[src/verilog/sample_fmt_pkg.sv]
package sample_fmt_pkg;

	// one acquisition sample from the front end
	localparam int SAMPLE_W = 16;

	// one word of the bulk buffer and of the host pipe
	localparam int WORD_W = 32;

	typedef logic [SAMPLE_W-1:0] sample_t;
	typedef logic [WORD_W-1:0]   word_t;

	// two samples as they sit in one word
	// early sample in the low half, late sample in the high half
	typedef struct packed {
		sample_t late;
		sample_t early;
	} sample_pair_t;

	// the packer builds the word through the pair view
	// everything downstream only moves the raw word
	typedef union packed {
		word_t        raw;
		sample_pair_t pair;
	} sample_pair_u;

endpackage

[src/verilog/buffer_ctrl_pkg.sv]
package buffer_ctrl_pkg;

	// width of the reported fill, in 16-bit samples
	localparam int COUNT_W = 32;

	// width of a stage fill in words
	// wide enough for any depth the top level asks for
	localparam int LEVEL_W = 16;

	typedef logic [COUNT_W-1:0] sample_count_t;
	typedef logic [LEVEL_W-1:0] level_t;

	// sent back from the output FIFO every cycle
	// pop returns one credit to the transfer engine
	// level is the output FIFO fill, for the capacity monitor
	typedef struct packed {
		logic   pop;
		level_t level;
	} credit_ret_t;

endpackage

[src/verilog/sample_packer.sv]
`timescale 1ns/1ps

module sample_packer
	import sample_fmt_pkg::*;
(
	input  logic         ti_clk,
	input  logic         rst,
	input  logic         write_en,
	input  sample_t      sample_in,
	output logic         push,
	output sample_pair_u push_word,
	output logic         half_held
);

	// first sample of a pair waiting for its partner
	sample_t held_sample;

	//////////////////////////////
	// pair state
	//////////////////////////////

	always_ff @(posedge ti_clk) begin
		if (rst) begin
			half_held <= 1'b0;
			push      <= 1'b0;
		end else begin
			// push lasts exactly one cycle per completed pair
			push <= write_en & half_held;
			if (write_en) begin
				half_held <= ~half_held;
			end
		end
	end

	// held sample and joined word
	always_ff @(posedge ti_clk) begin
		if (write_en && !half_held) begin
			held_sample <= sample_in;
		end
		if (write_en && half_held) begin
			// low half goes out first on the host side
			push_word.pair.early <= held_sample;
			push_word.pair.late  <= sample_in;
		end
	end

endmodule

[src/verilog/mini_fifo.sv]
`timescale 1ns/1ps

module mini_fifo
	import sample_fmt_pkg::*;
	import buffer_ctrl_pkg::*;
#(
	parameter int DEPTH_LOG2 = 4
) (
	input  logic        ti_clk,
	input  logic        rst,
	input  logic        push,
	input  word_t       push_data,
	input  logic        pop,
	output word_t       head,
	output logic        empty,
	output logic        full,
	output level_t      level,
	output credit_ret_t credit_ret
);

	localparam int DEPTH = 1 << DEPTH_LOG2;

	word_t                 mem [DEPTH];
	logic [DEPTH_LOG2-1:0] wr_ptr;
	logic [DEPTH_LOG2-1:0] rd_ptr;
	logic [DEPTH_LOG2:0]   count;
	// last word handed out, shown again when the FIFO runs dry
	word_t                 last_word;
	logic                  do_push;
	logic                  do_pop;

	assign empty = (count == '0);
	assign full  = (count == (DEPTH_LOG2+1)'(DEPTH));

	// writes on full and reads on empty are simply dropped
	assign do_push = push & ~full;
	assign do_pop  = pop & ~empty;

	//////////////////////////////
	// pointers and occupancy
	//////////////////////////////

	always_ff @(posedge ti_clk) begin
		if (rst) begin
			wr_ptr    <= '0;
			rd_ptr    <= '0;
			count     <= '0;
			last_word <= '0;
		end else begin
			if (do_push) begin
				wr_ptr <= wr_ptr + 1'b1;
			end
			if (do_pop) begin
				rd_ptr    <= rd_ptr + 1'b1;
				last_word <= mem[rd_ptr];
			end
			count <= count + (DEPTH_LOG2+1)'(do_push) - (DEPTH_LOG2+1)'(do_pop);
		end
	end

	always_ff @(posedge ti_clk) begin
		if (do_push) begin
			mem[wr_ptr] <= push_data;
		end
	end

	// first-word-fall-through head
	assign head = empty ? last_word : mem[rd_ptr];

	assign level            = level_t'(count);
	assign credit_ret.pop   = do_pop;
	assign credit_ret.level = level;

endmodule

[src/verilog/ring_transfer_engine.sv]
`timescale 1ns/1ps

module ring_transfer_engine
	import sample_fmt_pkg::*;
	import buffer_ctrl_pkg::*;
#(
	parameter int RING_DEPTH_LOG2 = 6,
	parameter int OUT_DEPTH_LOG2  = 4
) (
	input  logic        ti_clk,
	input  logic        rst,
	input  logic        in_empty,
	input  word_t       in_head,
	output logic        in_pop,
	output logic        out_push,
	output word_t       out_data,
	input  credit_ret_t credit_ret,
	output level_t      ring_level
);

	localparam int RING_DEPTH = 1 << RING_DEPTH_LOG2;
	localparam int CREDITS    = 1 << OUT_DEPTH_LOG2;

	// bulk memory, stands in for the external SDRAM
	word_t ring_mem [RING_DEPTH];

	// pointers carry one extra bit to tell full from empty
	logic [RING_DEPTH_LOG2:0] wr_ptr;
	logic [RING_DEPTH_LOG2:0] rd_ptr;
	logic [RING_DEPTH_LOG2:0] stored;
	logic                     ring_empty;
	logic                     ring_full;

	// free slots in the output FIFO, seen from this side
	logic [OUT_DEPTH_LOG2:0] credits;
	logic                    rd_issue;

	// registered read port
	word_t rd_data;
	logic  rd_valid;

	assign stored     = wr_ptr - rd_ptr;
	assign ring_empty = (stored == '0);
	assign ring_full  = (stored == (RING_DEPTH_LOG2+1)'(RING_DEPTH));

	//////////////////////////////
	// fill side
	//////////////////////////////

	// input FIFO head is valid in the same cycle
	// a full ring stalls the fill, it never laps
	assign in_pop = ~in_empty & ~ring_full;

	always_ff @(posedge ti_clk) begin
		if (in_pop) begin
			ring_mem[wr_ptr[RING_DEPTH_LOG2-1:0]] <= in_head;
		end
	end

	//////////////////////////////
	// drain side
	//////////////////////////////

	// one credit per read, reads may go back to back
	assign rd_issue = ~ring_empty & (credits != '0);

	always_ff @(posedge ti_clk) begin
		if (rst) begin
			wr_ptr   <= '0;
			rd_ptr   <= '0;
			credits  <= (OUT_DEPTH_LOG2+1)'(CREDITS);
			rd_valid <= 1'b0;
		end else begin
			if (in_pop) begin
				wr_ptr <= wr_ptr + 1'b1;
			end
			if (rd_issue) begin
				rd_ptr <= rd_ptr + 1'b1;
			end
			// spent on a read, returned on each output FIFO pop
			credits <= credits - (OUT_DEPTH_LOG2+1)'(rd_issue)
				+ (OUT_DEPTH_LOG2+1)'(credit_ret.pop);
			rd_valid <= rd_issue;
		end
	end

	always_ff @(posedge ti_clk) begin
		if (rd_issue) begin
			rd_data <= ring_mem[rd_ptr[RING_DEPTH_LOG2-1:0]];
		end
	end

	// word read last cycle goes straight into the output FIFO
	assign out_push = rd_valid;
	assign out_data = rd_data;

	// a word in the read register still belongs to the ring
	// so the capacity sum has no gap while it moves
	assign ring_level = level_t'(stored) + level_t'(rd_valid);

endmodule

[src/verilog/occupancy_monitor.sv]
`timescale 1ns/1ps

module occupancy_monitor
	import buffer_ctrl_pkg::*;
#(
	parameter int IN_DEPTH_LOG2   = 4,
	parameter int RING_DEPTH_LOG2 = 6,
	parameter int BLOCK_WORDS     = 8
) (
	input  logic          ti_clk,
	input  logic          rst,
	input  level_t        in_level,
	input  logic          half_held,
	input  level_t        ring_level,
	input  credit_ret_t   credit_ret,
	output sample_count_t num_words,
	output logic          out_rdy
);

	// word counts of each stage widened to the report width
	sample_count_t in_words;
	sample_count_t ring_words;
	sample_count_t out_words;

	// input FIFO holds at most 2^IN_DEPTH_LOG2 words
	assign in_words   = sample_count_t'(in_level[IN_DEPTH_LOG2:0]);
	// ring holds 2^RING_DEPTH_LOG2 plus the one word in the read register
	assign ring_words = sample_count_t'(ring_level[RING_DEPTH_LOG2:0]);
	assign out_words  = sample_count_t'(credit_ret.level);

	//////////////////////////////
	// capacity and block flag
	//////////////////////////////

	always_ff @(posedge ti_clk) begin
		if (rst) begin
			num_words <= '0;
			out_rdy   <= 1'b0;
		end else begin
			// two samples per word plus the odd one in the packer
			num_words <= ((in_words + ring_words + out_words) << 1)
				+ sample_count_t'(half_held);
			// host only starts a block transfer on a full block
			out_rdy <= (credit_ret.level >= level_t'(BLOCK_WORDS));
		end
	end

endmodule

[src/verilog/stream_buffer_top.sv]
`timescale 1ns/1ps

module stream_buffer_top
	import sample_fmt_pkg::*;
	import buffer_ctrl_pkg::*;
#(
	parameter int IN_DEPTH_LOG2   = 4,
	parameter int RING_DEPTH_LOG2 = 6,
	parameter int OUT_DEPTH_LOG2  = 4,
	parameter int BLOCK_WORDS     = 8
) (
	input  logic          ti_clk,
	input  logic          rst,
	input  logic          write_en,
	input  sample_t       sample_in,
	input  logic          read_en,
	output word_t         data_out,
	output logic          out_rdy,
	output sample_count_t num_words
);

	// packer to input FIFO
	logic         pack_push;
	sample_pair_u pack_word;
	logic         half_held;

	// input FIFO to engine
	word_t  in_head;
	logic   in_empty;
	logic   in_pop;
	level_t in_level;

	// engine to output FIFO, and credits back
	logic        out_push;
	word_t       out_data;
	credit_ret_t credit_ret;
	level_t      ring_level;

	sample_packer packer0 (
		.ti_clk    (ti_clk),
		.rst       (rst),
		.write_en  (write_en),
		.sample_in (sample_in),
		.push      (pack_push),
		.push_word (pack_word),
		.half_held (half_held)
	);

	mini_fifo #(.DEPTH_LOG2(IN_DEPTH_LOG2)) in_fifo (
		.ti_clk     (ti_clk),
		.rst        (rst),
		.push       (pack_push),
		.push_data  (pack_word.raw),
		.pop        (in_pop),
		.head       (in_head),
		.empty      (in_empty),
		.full       (),
		.level      (in_level),
		.credit_ret ()
	);

	ring_transfer_engine #(
		.RING_DEPTH_LOG2 (RING_DEPTH_LOG2),
		.OUT_DEPTH_LOG2  (OUT_DEPTH_LOG2)
	) engine0 (
		.ti_clk     (ti_clk),
		.rst        (rst),
		.in_empty   (in_empty),
		.in_head    (in_head),
		.in_pop     (in_pop),
		.out_push   (out_push),
		.out_data   (out_data),
		.credit_ret (credit_ret),
		.ring_level (ring_level)
	);

	// host side, read_en pops the head shown on data_out
	mini_fifo #(.DEPTH_LOG2(OUT_DEPTH_LOG2)) out_fifo (
		.ti_clk     (ti_clk),
		.rst        (rst),
		.push       (out_push),
		.push_data  (out_data),
		.pop        (read_en),
		.head       (data_out),
		.empty      (),
		.full       (),
		.level      (),
		.credit_ret (credit_ret)
	);

	occupancy_monitor #(
		.IN_DEPTH_LOG2   (IN_DEPTH_LOG2),
		.RING_DEPTH_LOG2 (RING_DEPTH_LOG2),
		.BLOCK_WORDS     (BLOCK_WORDS)
	) monitor0 (
		.ti_clk     (ti_clk),
		.rst        (rst),
		.in_level   (in_level),
		.half_held  (half_held),
		.ring_level (ring_level),
		.credit_ret (credit_ret),
		.num_words  (num_words),
		.out_rdy    (out_rdy)
	);

endmodule

[config.mk]
export PLATFORM = sky130hd
export DESIGN_NAME = stream_buffer_top
export DESIGN_NICKNAME = d
export VERILOG_FILES = /design/src/verilog/sample_fmt_pkg.sv /design/src/verilog/buffer_ctrl_pkg.sv /design/src/verilog/sample_packer.sv /design/src/verilog/mini_fifo.sv /design/src/verilog/ring_transfer_engine.sv /design/src/verilog/occupancy_monitor.sv /design/src/verilog/stream_buffer_top.sv
export SDC_FILE = /design/constraint.sdc
export NUM_CORES = 2
export LEC_CHECK = 0
export ABC_AREA = 1
export BUFFER_PORTS_ARGS = -buffer_cell sky130_fd_sc_hd__buf_2
export CORE_AREA = 3 3 618 467
export CTS_BUF_LIST = sky130_fd_sc_hd__clkbuf_8
export DETAILED_ROUTE_END_ITERATION = 10
export DIE_AREA = 0 0 621 470
export PLACE_DENSITY_LB_ADDON = 0.12
export SLEW_MARGIN = 10
export SYNTH_ARGS = -nofsm -noshare
export SYNTH_HDL_FRONTEND = slang
export SYNTH_HIERARCHICAL = 1
export SYNTH_SLANG_ARGS = --single-unit
[constraint.sdc]
create_clock -name ti_clk -period 8.2 [get_ports ti_clk]
set_input_delay 1.64 -clock ti_clk [delete_from_list [all_inputs] [get_ports ti_clk]]
set_output_delay 1.64 -clock ti_clk [all_outputs]
set_load 0.005 [all_outputs]
Word level (Yosys, flattened, before mapping)
Memory sizes are Yosys's and may differ from the RTL's. A register that Yosys moved wholly into a read port is not among the register bits.
Index checks and enable logic that the tools add are counted.
Word-level totals
  bits in registers: 193
  latch bits: 0
  bits in writable memories: 3072
  memory bits (read-only): 0
  input port bits: 20
  output and inout bits: 65
  memories: 3
Memory list
  engine0.ring_mem: words 64, width 32, rd ports 1, clocked after memory_dff 1, write ports 1, line ring_transfer_engine.sv:25  | word_t ring_mem [RING_DEPTH];
  in_fifo.mem: words 16, width 32, rd ports 1, clocked after memory_dff 1, write ports 1, line mini_fifo.sv:23  | word_t mem [DEPTH];
  out_fifo.mem: words 16, width 32, rd ports 1, clocked after memory_dff 1, write ports 1, line mini_fifo.sv:23
Operators by class
  $add $sub $neg: 17
  multipliers: 0
  div/mod/pow operators: 0
  order comparisons: 1
  equal/unequal tests: 3
  shift-type cells: 0
  muxes and demuxes: 12
  bitwise logic cells: 14
  reductions and logical operators: 7
Operators by type and width (number)
  32-bit two-way mux: 2
  32-bit by 1-bit adder with 32-bit output: 1
  31-bit by 5-bit adder with 31-bit output: 1
  4-bit by 1-bit adder with 4-bit output (second input constant): 4
  4-bit two-way mux: 4
  5-bit by 1-bit adder with 5-bit output: 3
  5-bit by 1-bit subtractor with 5-bit output: 3
  7-bit by 1-bit adder with 7-bit output (second input constant): 2
  5-bit equality test (second input constant): 2
  5-bit zero test: 2
  5-bit by 7-bit adder with 8-bit output: 1
  7-bit by 1-bit adder with 7-bit output: 1
  1-bit AND: 7
  7-bit equality test (second input constant): 1
  7-bit zero test: 1
  1-bit inverter: 7
  7-bit subtractor: 1
  1-bit two-way mux: 6
  5-bit by 4-bit >= comparator with 1-bit output (second input constant): 1
  5-bit nonzero test: 1
  1-bit logical AND: 2
  1-bit zero test: 1

Longest topological paths before layout
  depth after elaboration: 7
  gate-level depth with buffers: 28
  gate-level depth less buffers: 25

Modules after synthesis
The synthesis kept the hierarchy.
Modules (own cells, without submodules)
  ring_transfer_engine: instances 1, cells each 6653, area an instance 83741.6 um^2
  mini_fifo (out_fifo): instances 1, cells each 2451, area an instance 24467.2 um^2
  mini_fifo (in_fifo): instances 1, cells each 2450, area an instance 24464.7 um^2
  sample_packer: instances 1, cells each 59, area an instance 1520.2 um^2
  occupancy_monitor: instances 1, cells each 193, area an instance 1350.0 um^2

Worst setup path before layout
OpenSTA, ideal clock, no wires.
  path type: reg2reg
  start: reg engine0.rd_ptr[1]
  end: mem engine0/ring_mem[31][0] (netlist name) (enable)
  arrival time: 4.387 ns
  path slack: 3.352 ns
  stages on the path, launching flop included: 15
  clock period less this slack: 4.848 ns
  cells stage by stage: dfxtp_1 buf_4 inv_2 clkbuf_1 clkbuf_1 fa_1 nand2_1 inv_1 nor2_1 nor2_1 nand3_1 nor2_1 nand3_1 nand2_1 nor3_1
On the way
  word-level cells in the longest chain between the ends: 6
Ends and longest elaborated chain
  start: declaration: line ring_transfer_engine.sv:29  | logic [RING_DEPTH_LOG2:0] rd_ptr;
  start signal: assignment: line ring_transfer_engine.sv:78  | rd_ptr <= rd_ptr + 1'b1;
  7-bit subtractor: line ring_transfer_engine.sv:42  | assign stored = wr_ptr - rd_ptr;
  7-bit equality test: line ring_transfer_engine.sv:44  | assign ring_full = (stored == (RING_DEPTH_LOG2+1)'(RING_DEPTH));
  1-bit inverter: line ring_transfer_engine.sv:52  | assign in_pop = ~in_empty & ~ring_full;
  1-bit AND: line ring_transfer_engine.sv:52
  1-bit two-way mux: line ring_transfer_engine.sv:55  | if (in_pop) begin
  1-bit two-way mux (not written as such): line ring_transfer_engine.sv:56  | ring_mem[wr_ptr[RING_DEPTH_LOG2-1:0]] <= in_head;
  end: declaration: line ring_transfer_engine.sv:25
No other way between the ends.

Final worst setup path
  start: reg engine0.rd_ptr[1]
  end: mem engine0/ring_mem[3][19] (netlist name) (enable)
On the way
  word-level cells in the longest chain between the ends: 6
Ends and longest elaborated chain
  7-bit subtractor: line ring_transfer_engine.sv:42
  7-bit equality test: line ring_transfer_engine.sv:44
  1-bit inverter: line ring_transfer_engine.sv:52
  1-bit AND: line ring_transfer_engine.sv:52
  via in_pop: line stream_buffer_top.sv:30  | logic in_pop;
  1-bit two-way mux: line ring_transfer_engine.sv:55
  1-bit two-way mux (not written as such): line ring_transfer_engine.sv:56
The timed path passes the listed nets, and every way through them passes these cells.

==> results.sh <==
export IMPL_ios=85
export IMPL_worstHoldStart="packer0/held_sample[8]"
export IMPL_cap_violations=0
export IMPL_required_ns=8.84
export IMPL_status="complete, no violations"
export IMPL_place_port_buffers=70
export IMPL_grt_max_degree=184
export IMPL_routabilityCongestion=0.879
export IMPL_syn_avg_cell_area_sq_um=11.5
export IMPL_drt_iter0_drc=11208
export IMPL_drc=0
export IMPL_min_period_over_period_pct=76.7
export IMPL_cts_tree="built"
export IMPL_dr_total_vias=89611
export IMPL_critPathKind="reg2reg"
export IMPL_h_tree_depth=6
export IMPL_drive_above_1_share_pct=8.53
export IMPL_grt_pass1_vias=84194
export IMPL_leakage_nw=54.6
export IMPL_initial_utilization_pct=47.8
export IMPL_hpwl_mm=216
export IMPL_relSlewSlack_pct=9.51
export IMPL_clock_sinks=3291
export IMPL_coreArea_sq_um=283000
export IMPL_slew_viol_final=0
export IMPL_grt_ovfl_total=0
export IMPL_ant_nets=0
export IMPL_cts_buffers_inserted=528
export IMPL_viasPerCell=5.61
export IMPL_critPathArrivalTime_ns=6.92
export IMPL_fmax_mhz=159
export IMPL_r2r_slack_ns=1.91
export IMPL_min_to="packer0/push_word[8]"
export IMPL_cts_buffer_depth=4
export IMPL_hp_class="reg2reg"
export IMPL_grt_antenna_before_repair=28
export IMPL_setup_viol=0
export IMPL_vdd_drop_max_v=0.000310
export IMPL_clockRootBuffer="clkbuf_8"
export IMPL_rows=169
export IMPL_cp_max_fo=56
export IMPL_grt_usage_pct=26.7
export IMPL_die_w_microns=621
export IMPL_syn_cell_area_sq_um=135000
export IMPL_grt_setup_unrepaired="false"
export IMPL_crit_path_start_kind="register"
export IMPL_hold_viol_final=0
export IMPL_clk_pin_slew_worst_paths_ns=0.06
export IMPL_r2r_cells=13
export IMPL_grt_pass1_wl_mm=578
export IMPL_endpoint_kind="register"
export IMPL_ys_warn_count=6
export IMPL_syn_instance_count=11754
export IMPL_tns_ns=0
export IMPL_fin_crit_ns=6.29
export IMPL_totalWireLength_mm=399
export IMPL_utilization_pct=52.5
export IMPL_clock_skew_ns=0.0709
export IMPL_clock_latency_ns=1.04
export IMPL_die_area_sq_um=292000
export IMPL_reg2reg_to="engine0/ring_mem[3][19]"
export IMPL_drt_pass1_iter_count=6
export IMPL_post_cts_setup_buffers=0
export IMPL_nNetsFinal=11917
export IMPL_syn2layout_area_growth_pct=9.74
export IMPL_p_per_area_nw_per_um2=366
export IMPL_wl_per_cell_microns=25.0
export IMPL_worst_pin_slew_ns=1.36
export IMPL_r2r_start="engine0/rd_ptr[1]"
export IMPL_ctsResizeCount=0
export IMPL_hold_buffers=0
export IMPL_die_h_microns=470
export IMPL_hold_depth=0
export IMPL_fillers=24438
[critical path: stages (launching register included)]
cell and delay [ns]:
dfxtp_4 0.78, inv_6 0.31, fa_1 0.60, nand2_1 0.10, inv_1 0.04, nor2_1 0.21, nor2_1 0.07, nand3_1 0.09
nor2_1 0.06, nand3_1 0.38, nand2_1 0.46, inv_1 0.55, nand2_1 0.89, nor2_4 1.21
[layout by cell type (no fill, tap or decap), types with 7 or more instances in the layout]
cell type and count:
edfxtp_1 3152, dfxtp_1 127, fa_1 10, clkbuf_8 560
dfxtp_4 7, xor2_1 9, conb_1 25, o211ai_1 259
a21oi_1 118, o21ai_0 997, nor2_4 94, nand3_1 1014
o21ai_1 130, nand2_2 36, buf_2 69, nand2_1 2458
nand3b_1 8, clkinvlp_4 22, ha_1 47, buf_4 159
inv_6 21, clkinv_2 23, inv_1 979, nor3_1 17
clkinv_1 89, nor2_1 1600, buf_12 11, o22ai_1 115
nand4_1 8
[through the flow]
step	total power, mW	worst slack, ns	instances	instance area, sq um	hold WS [ns]
finish	54.3	1.91	15986	148000	0.415
global route	56.9	1.66	15982	148000	0.420
CTS	54.4	1.97	15976	148000	0.413
detailed placement	41.5	2.00	15067	139000	0.413
global placement	41.2	2.03	15067	139000	0.403
floorplan	33.4	3.35	11777	135000	0.400
[how the worst max path moves through the flow]
| stage | startpoint | to | depth (start not counted) |
|---|---|---|---|
| after floorplan | engine0/rd_ptr[1] | engine0/ring_mem[31][0] | 14 |
| after global placement | engine0/rd_ptr[1] | engine0/ring_mem[6][7] | 13 |
| after detailed placement | engine0/rd_ptr[1] | engine0/ring_mem[37][12] | 13 |
| after CTS | engine0/rd_ptr[1] | engine0/ring_mem[37][16] | 13 |
| after global routing | engine0/rd_ptr[1] | engine0/ring_mem[37][16] | 13 |
| final | engine0/rd_ptr[1] | engine0/ring_mem[3][19] | 13 |
[final cells by class]
cell class	count	area (sq um)	share of cell area, %
antenna	5	12.5	0.00844
timing repair buffer	242	1840	1.24
clock buffer	560	7710	5.20
tap	3762	4710	3.17
clock inverter	349	1670	1.12
inverter	803	3070	2.07
multi-input combinational	6974	31900	21.5
sequential	3291	97500	65.7
[sequential cells by signal, indices dropped and copies added (netlist names), 18 cells and up, named ones only]
signal	count
in_fifo/last_word	32
in_fifo/mem	512
engine0/out_data	32
out_fifo/mem	512
engine0/ring_mem	2048
out_fifo/last_word	32
monitor0/num_words	18
packer0/push_word	32
[per-layer routing]
| metal | share of wire (%) | track usage (%) | wire length (microns) | vias up |
|---|---|---|---|---|
| met2 | 42 | 38.0 | 169000 | 4207 |
| met4 | 2.4 | 7.11 | 9750 | 2 |
| met3 | 11 | 5.97 | 41900 | 576 |
| li1 | - | - | - | 40686 |
| met5 | 0.0020 | 0 | 8 | - |
| met1 | 45 | 41.1 | 178000 | 44140 |
[where the power goes]
part / leakage [nW] / switching (mW) / internal [mW]
Combinational: 19.5 / 14.0 / 3.57
Sequential: 29.7 / 1.02 / 22.7
Clock: 5.45 / 6.47 / 6.46
Total: 54.6 / 21.5 / 32.8
Power figures use the tool's default switching activity.
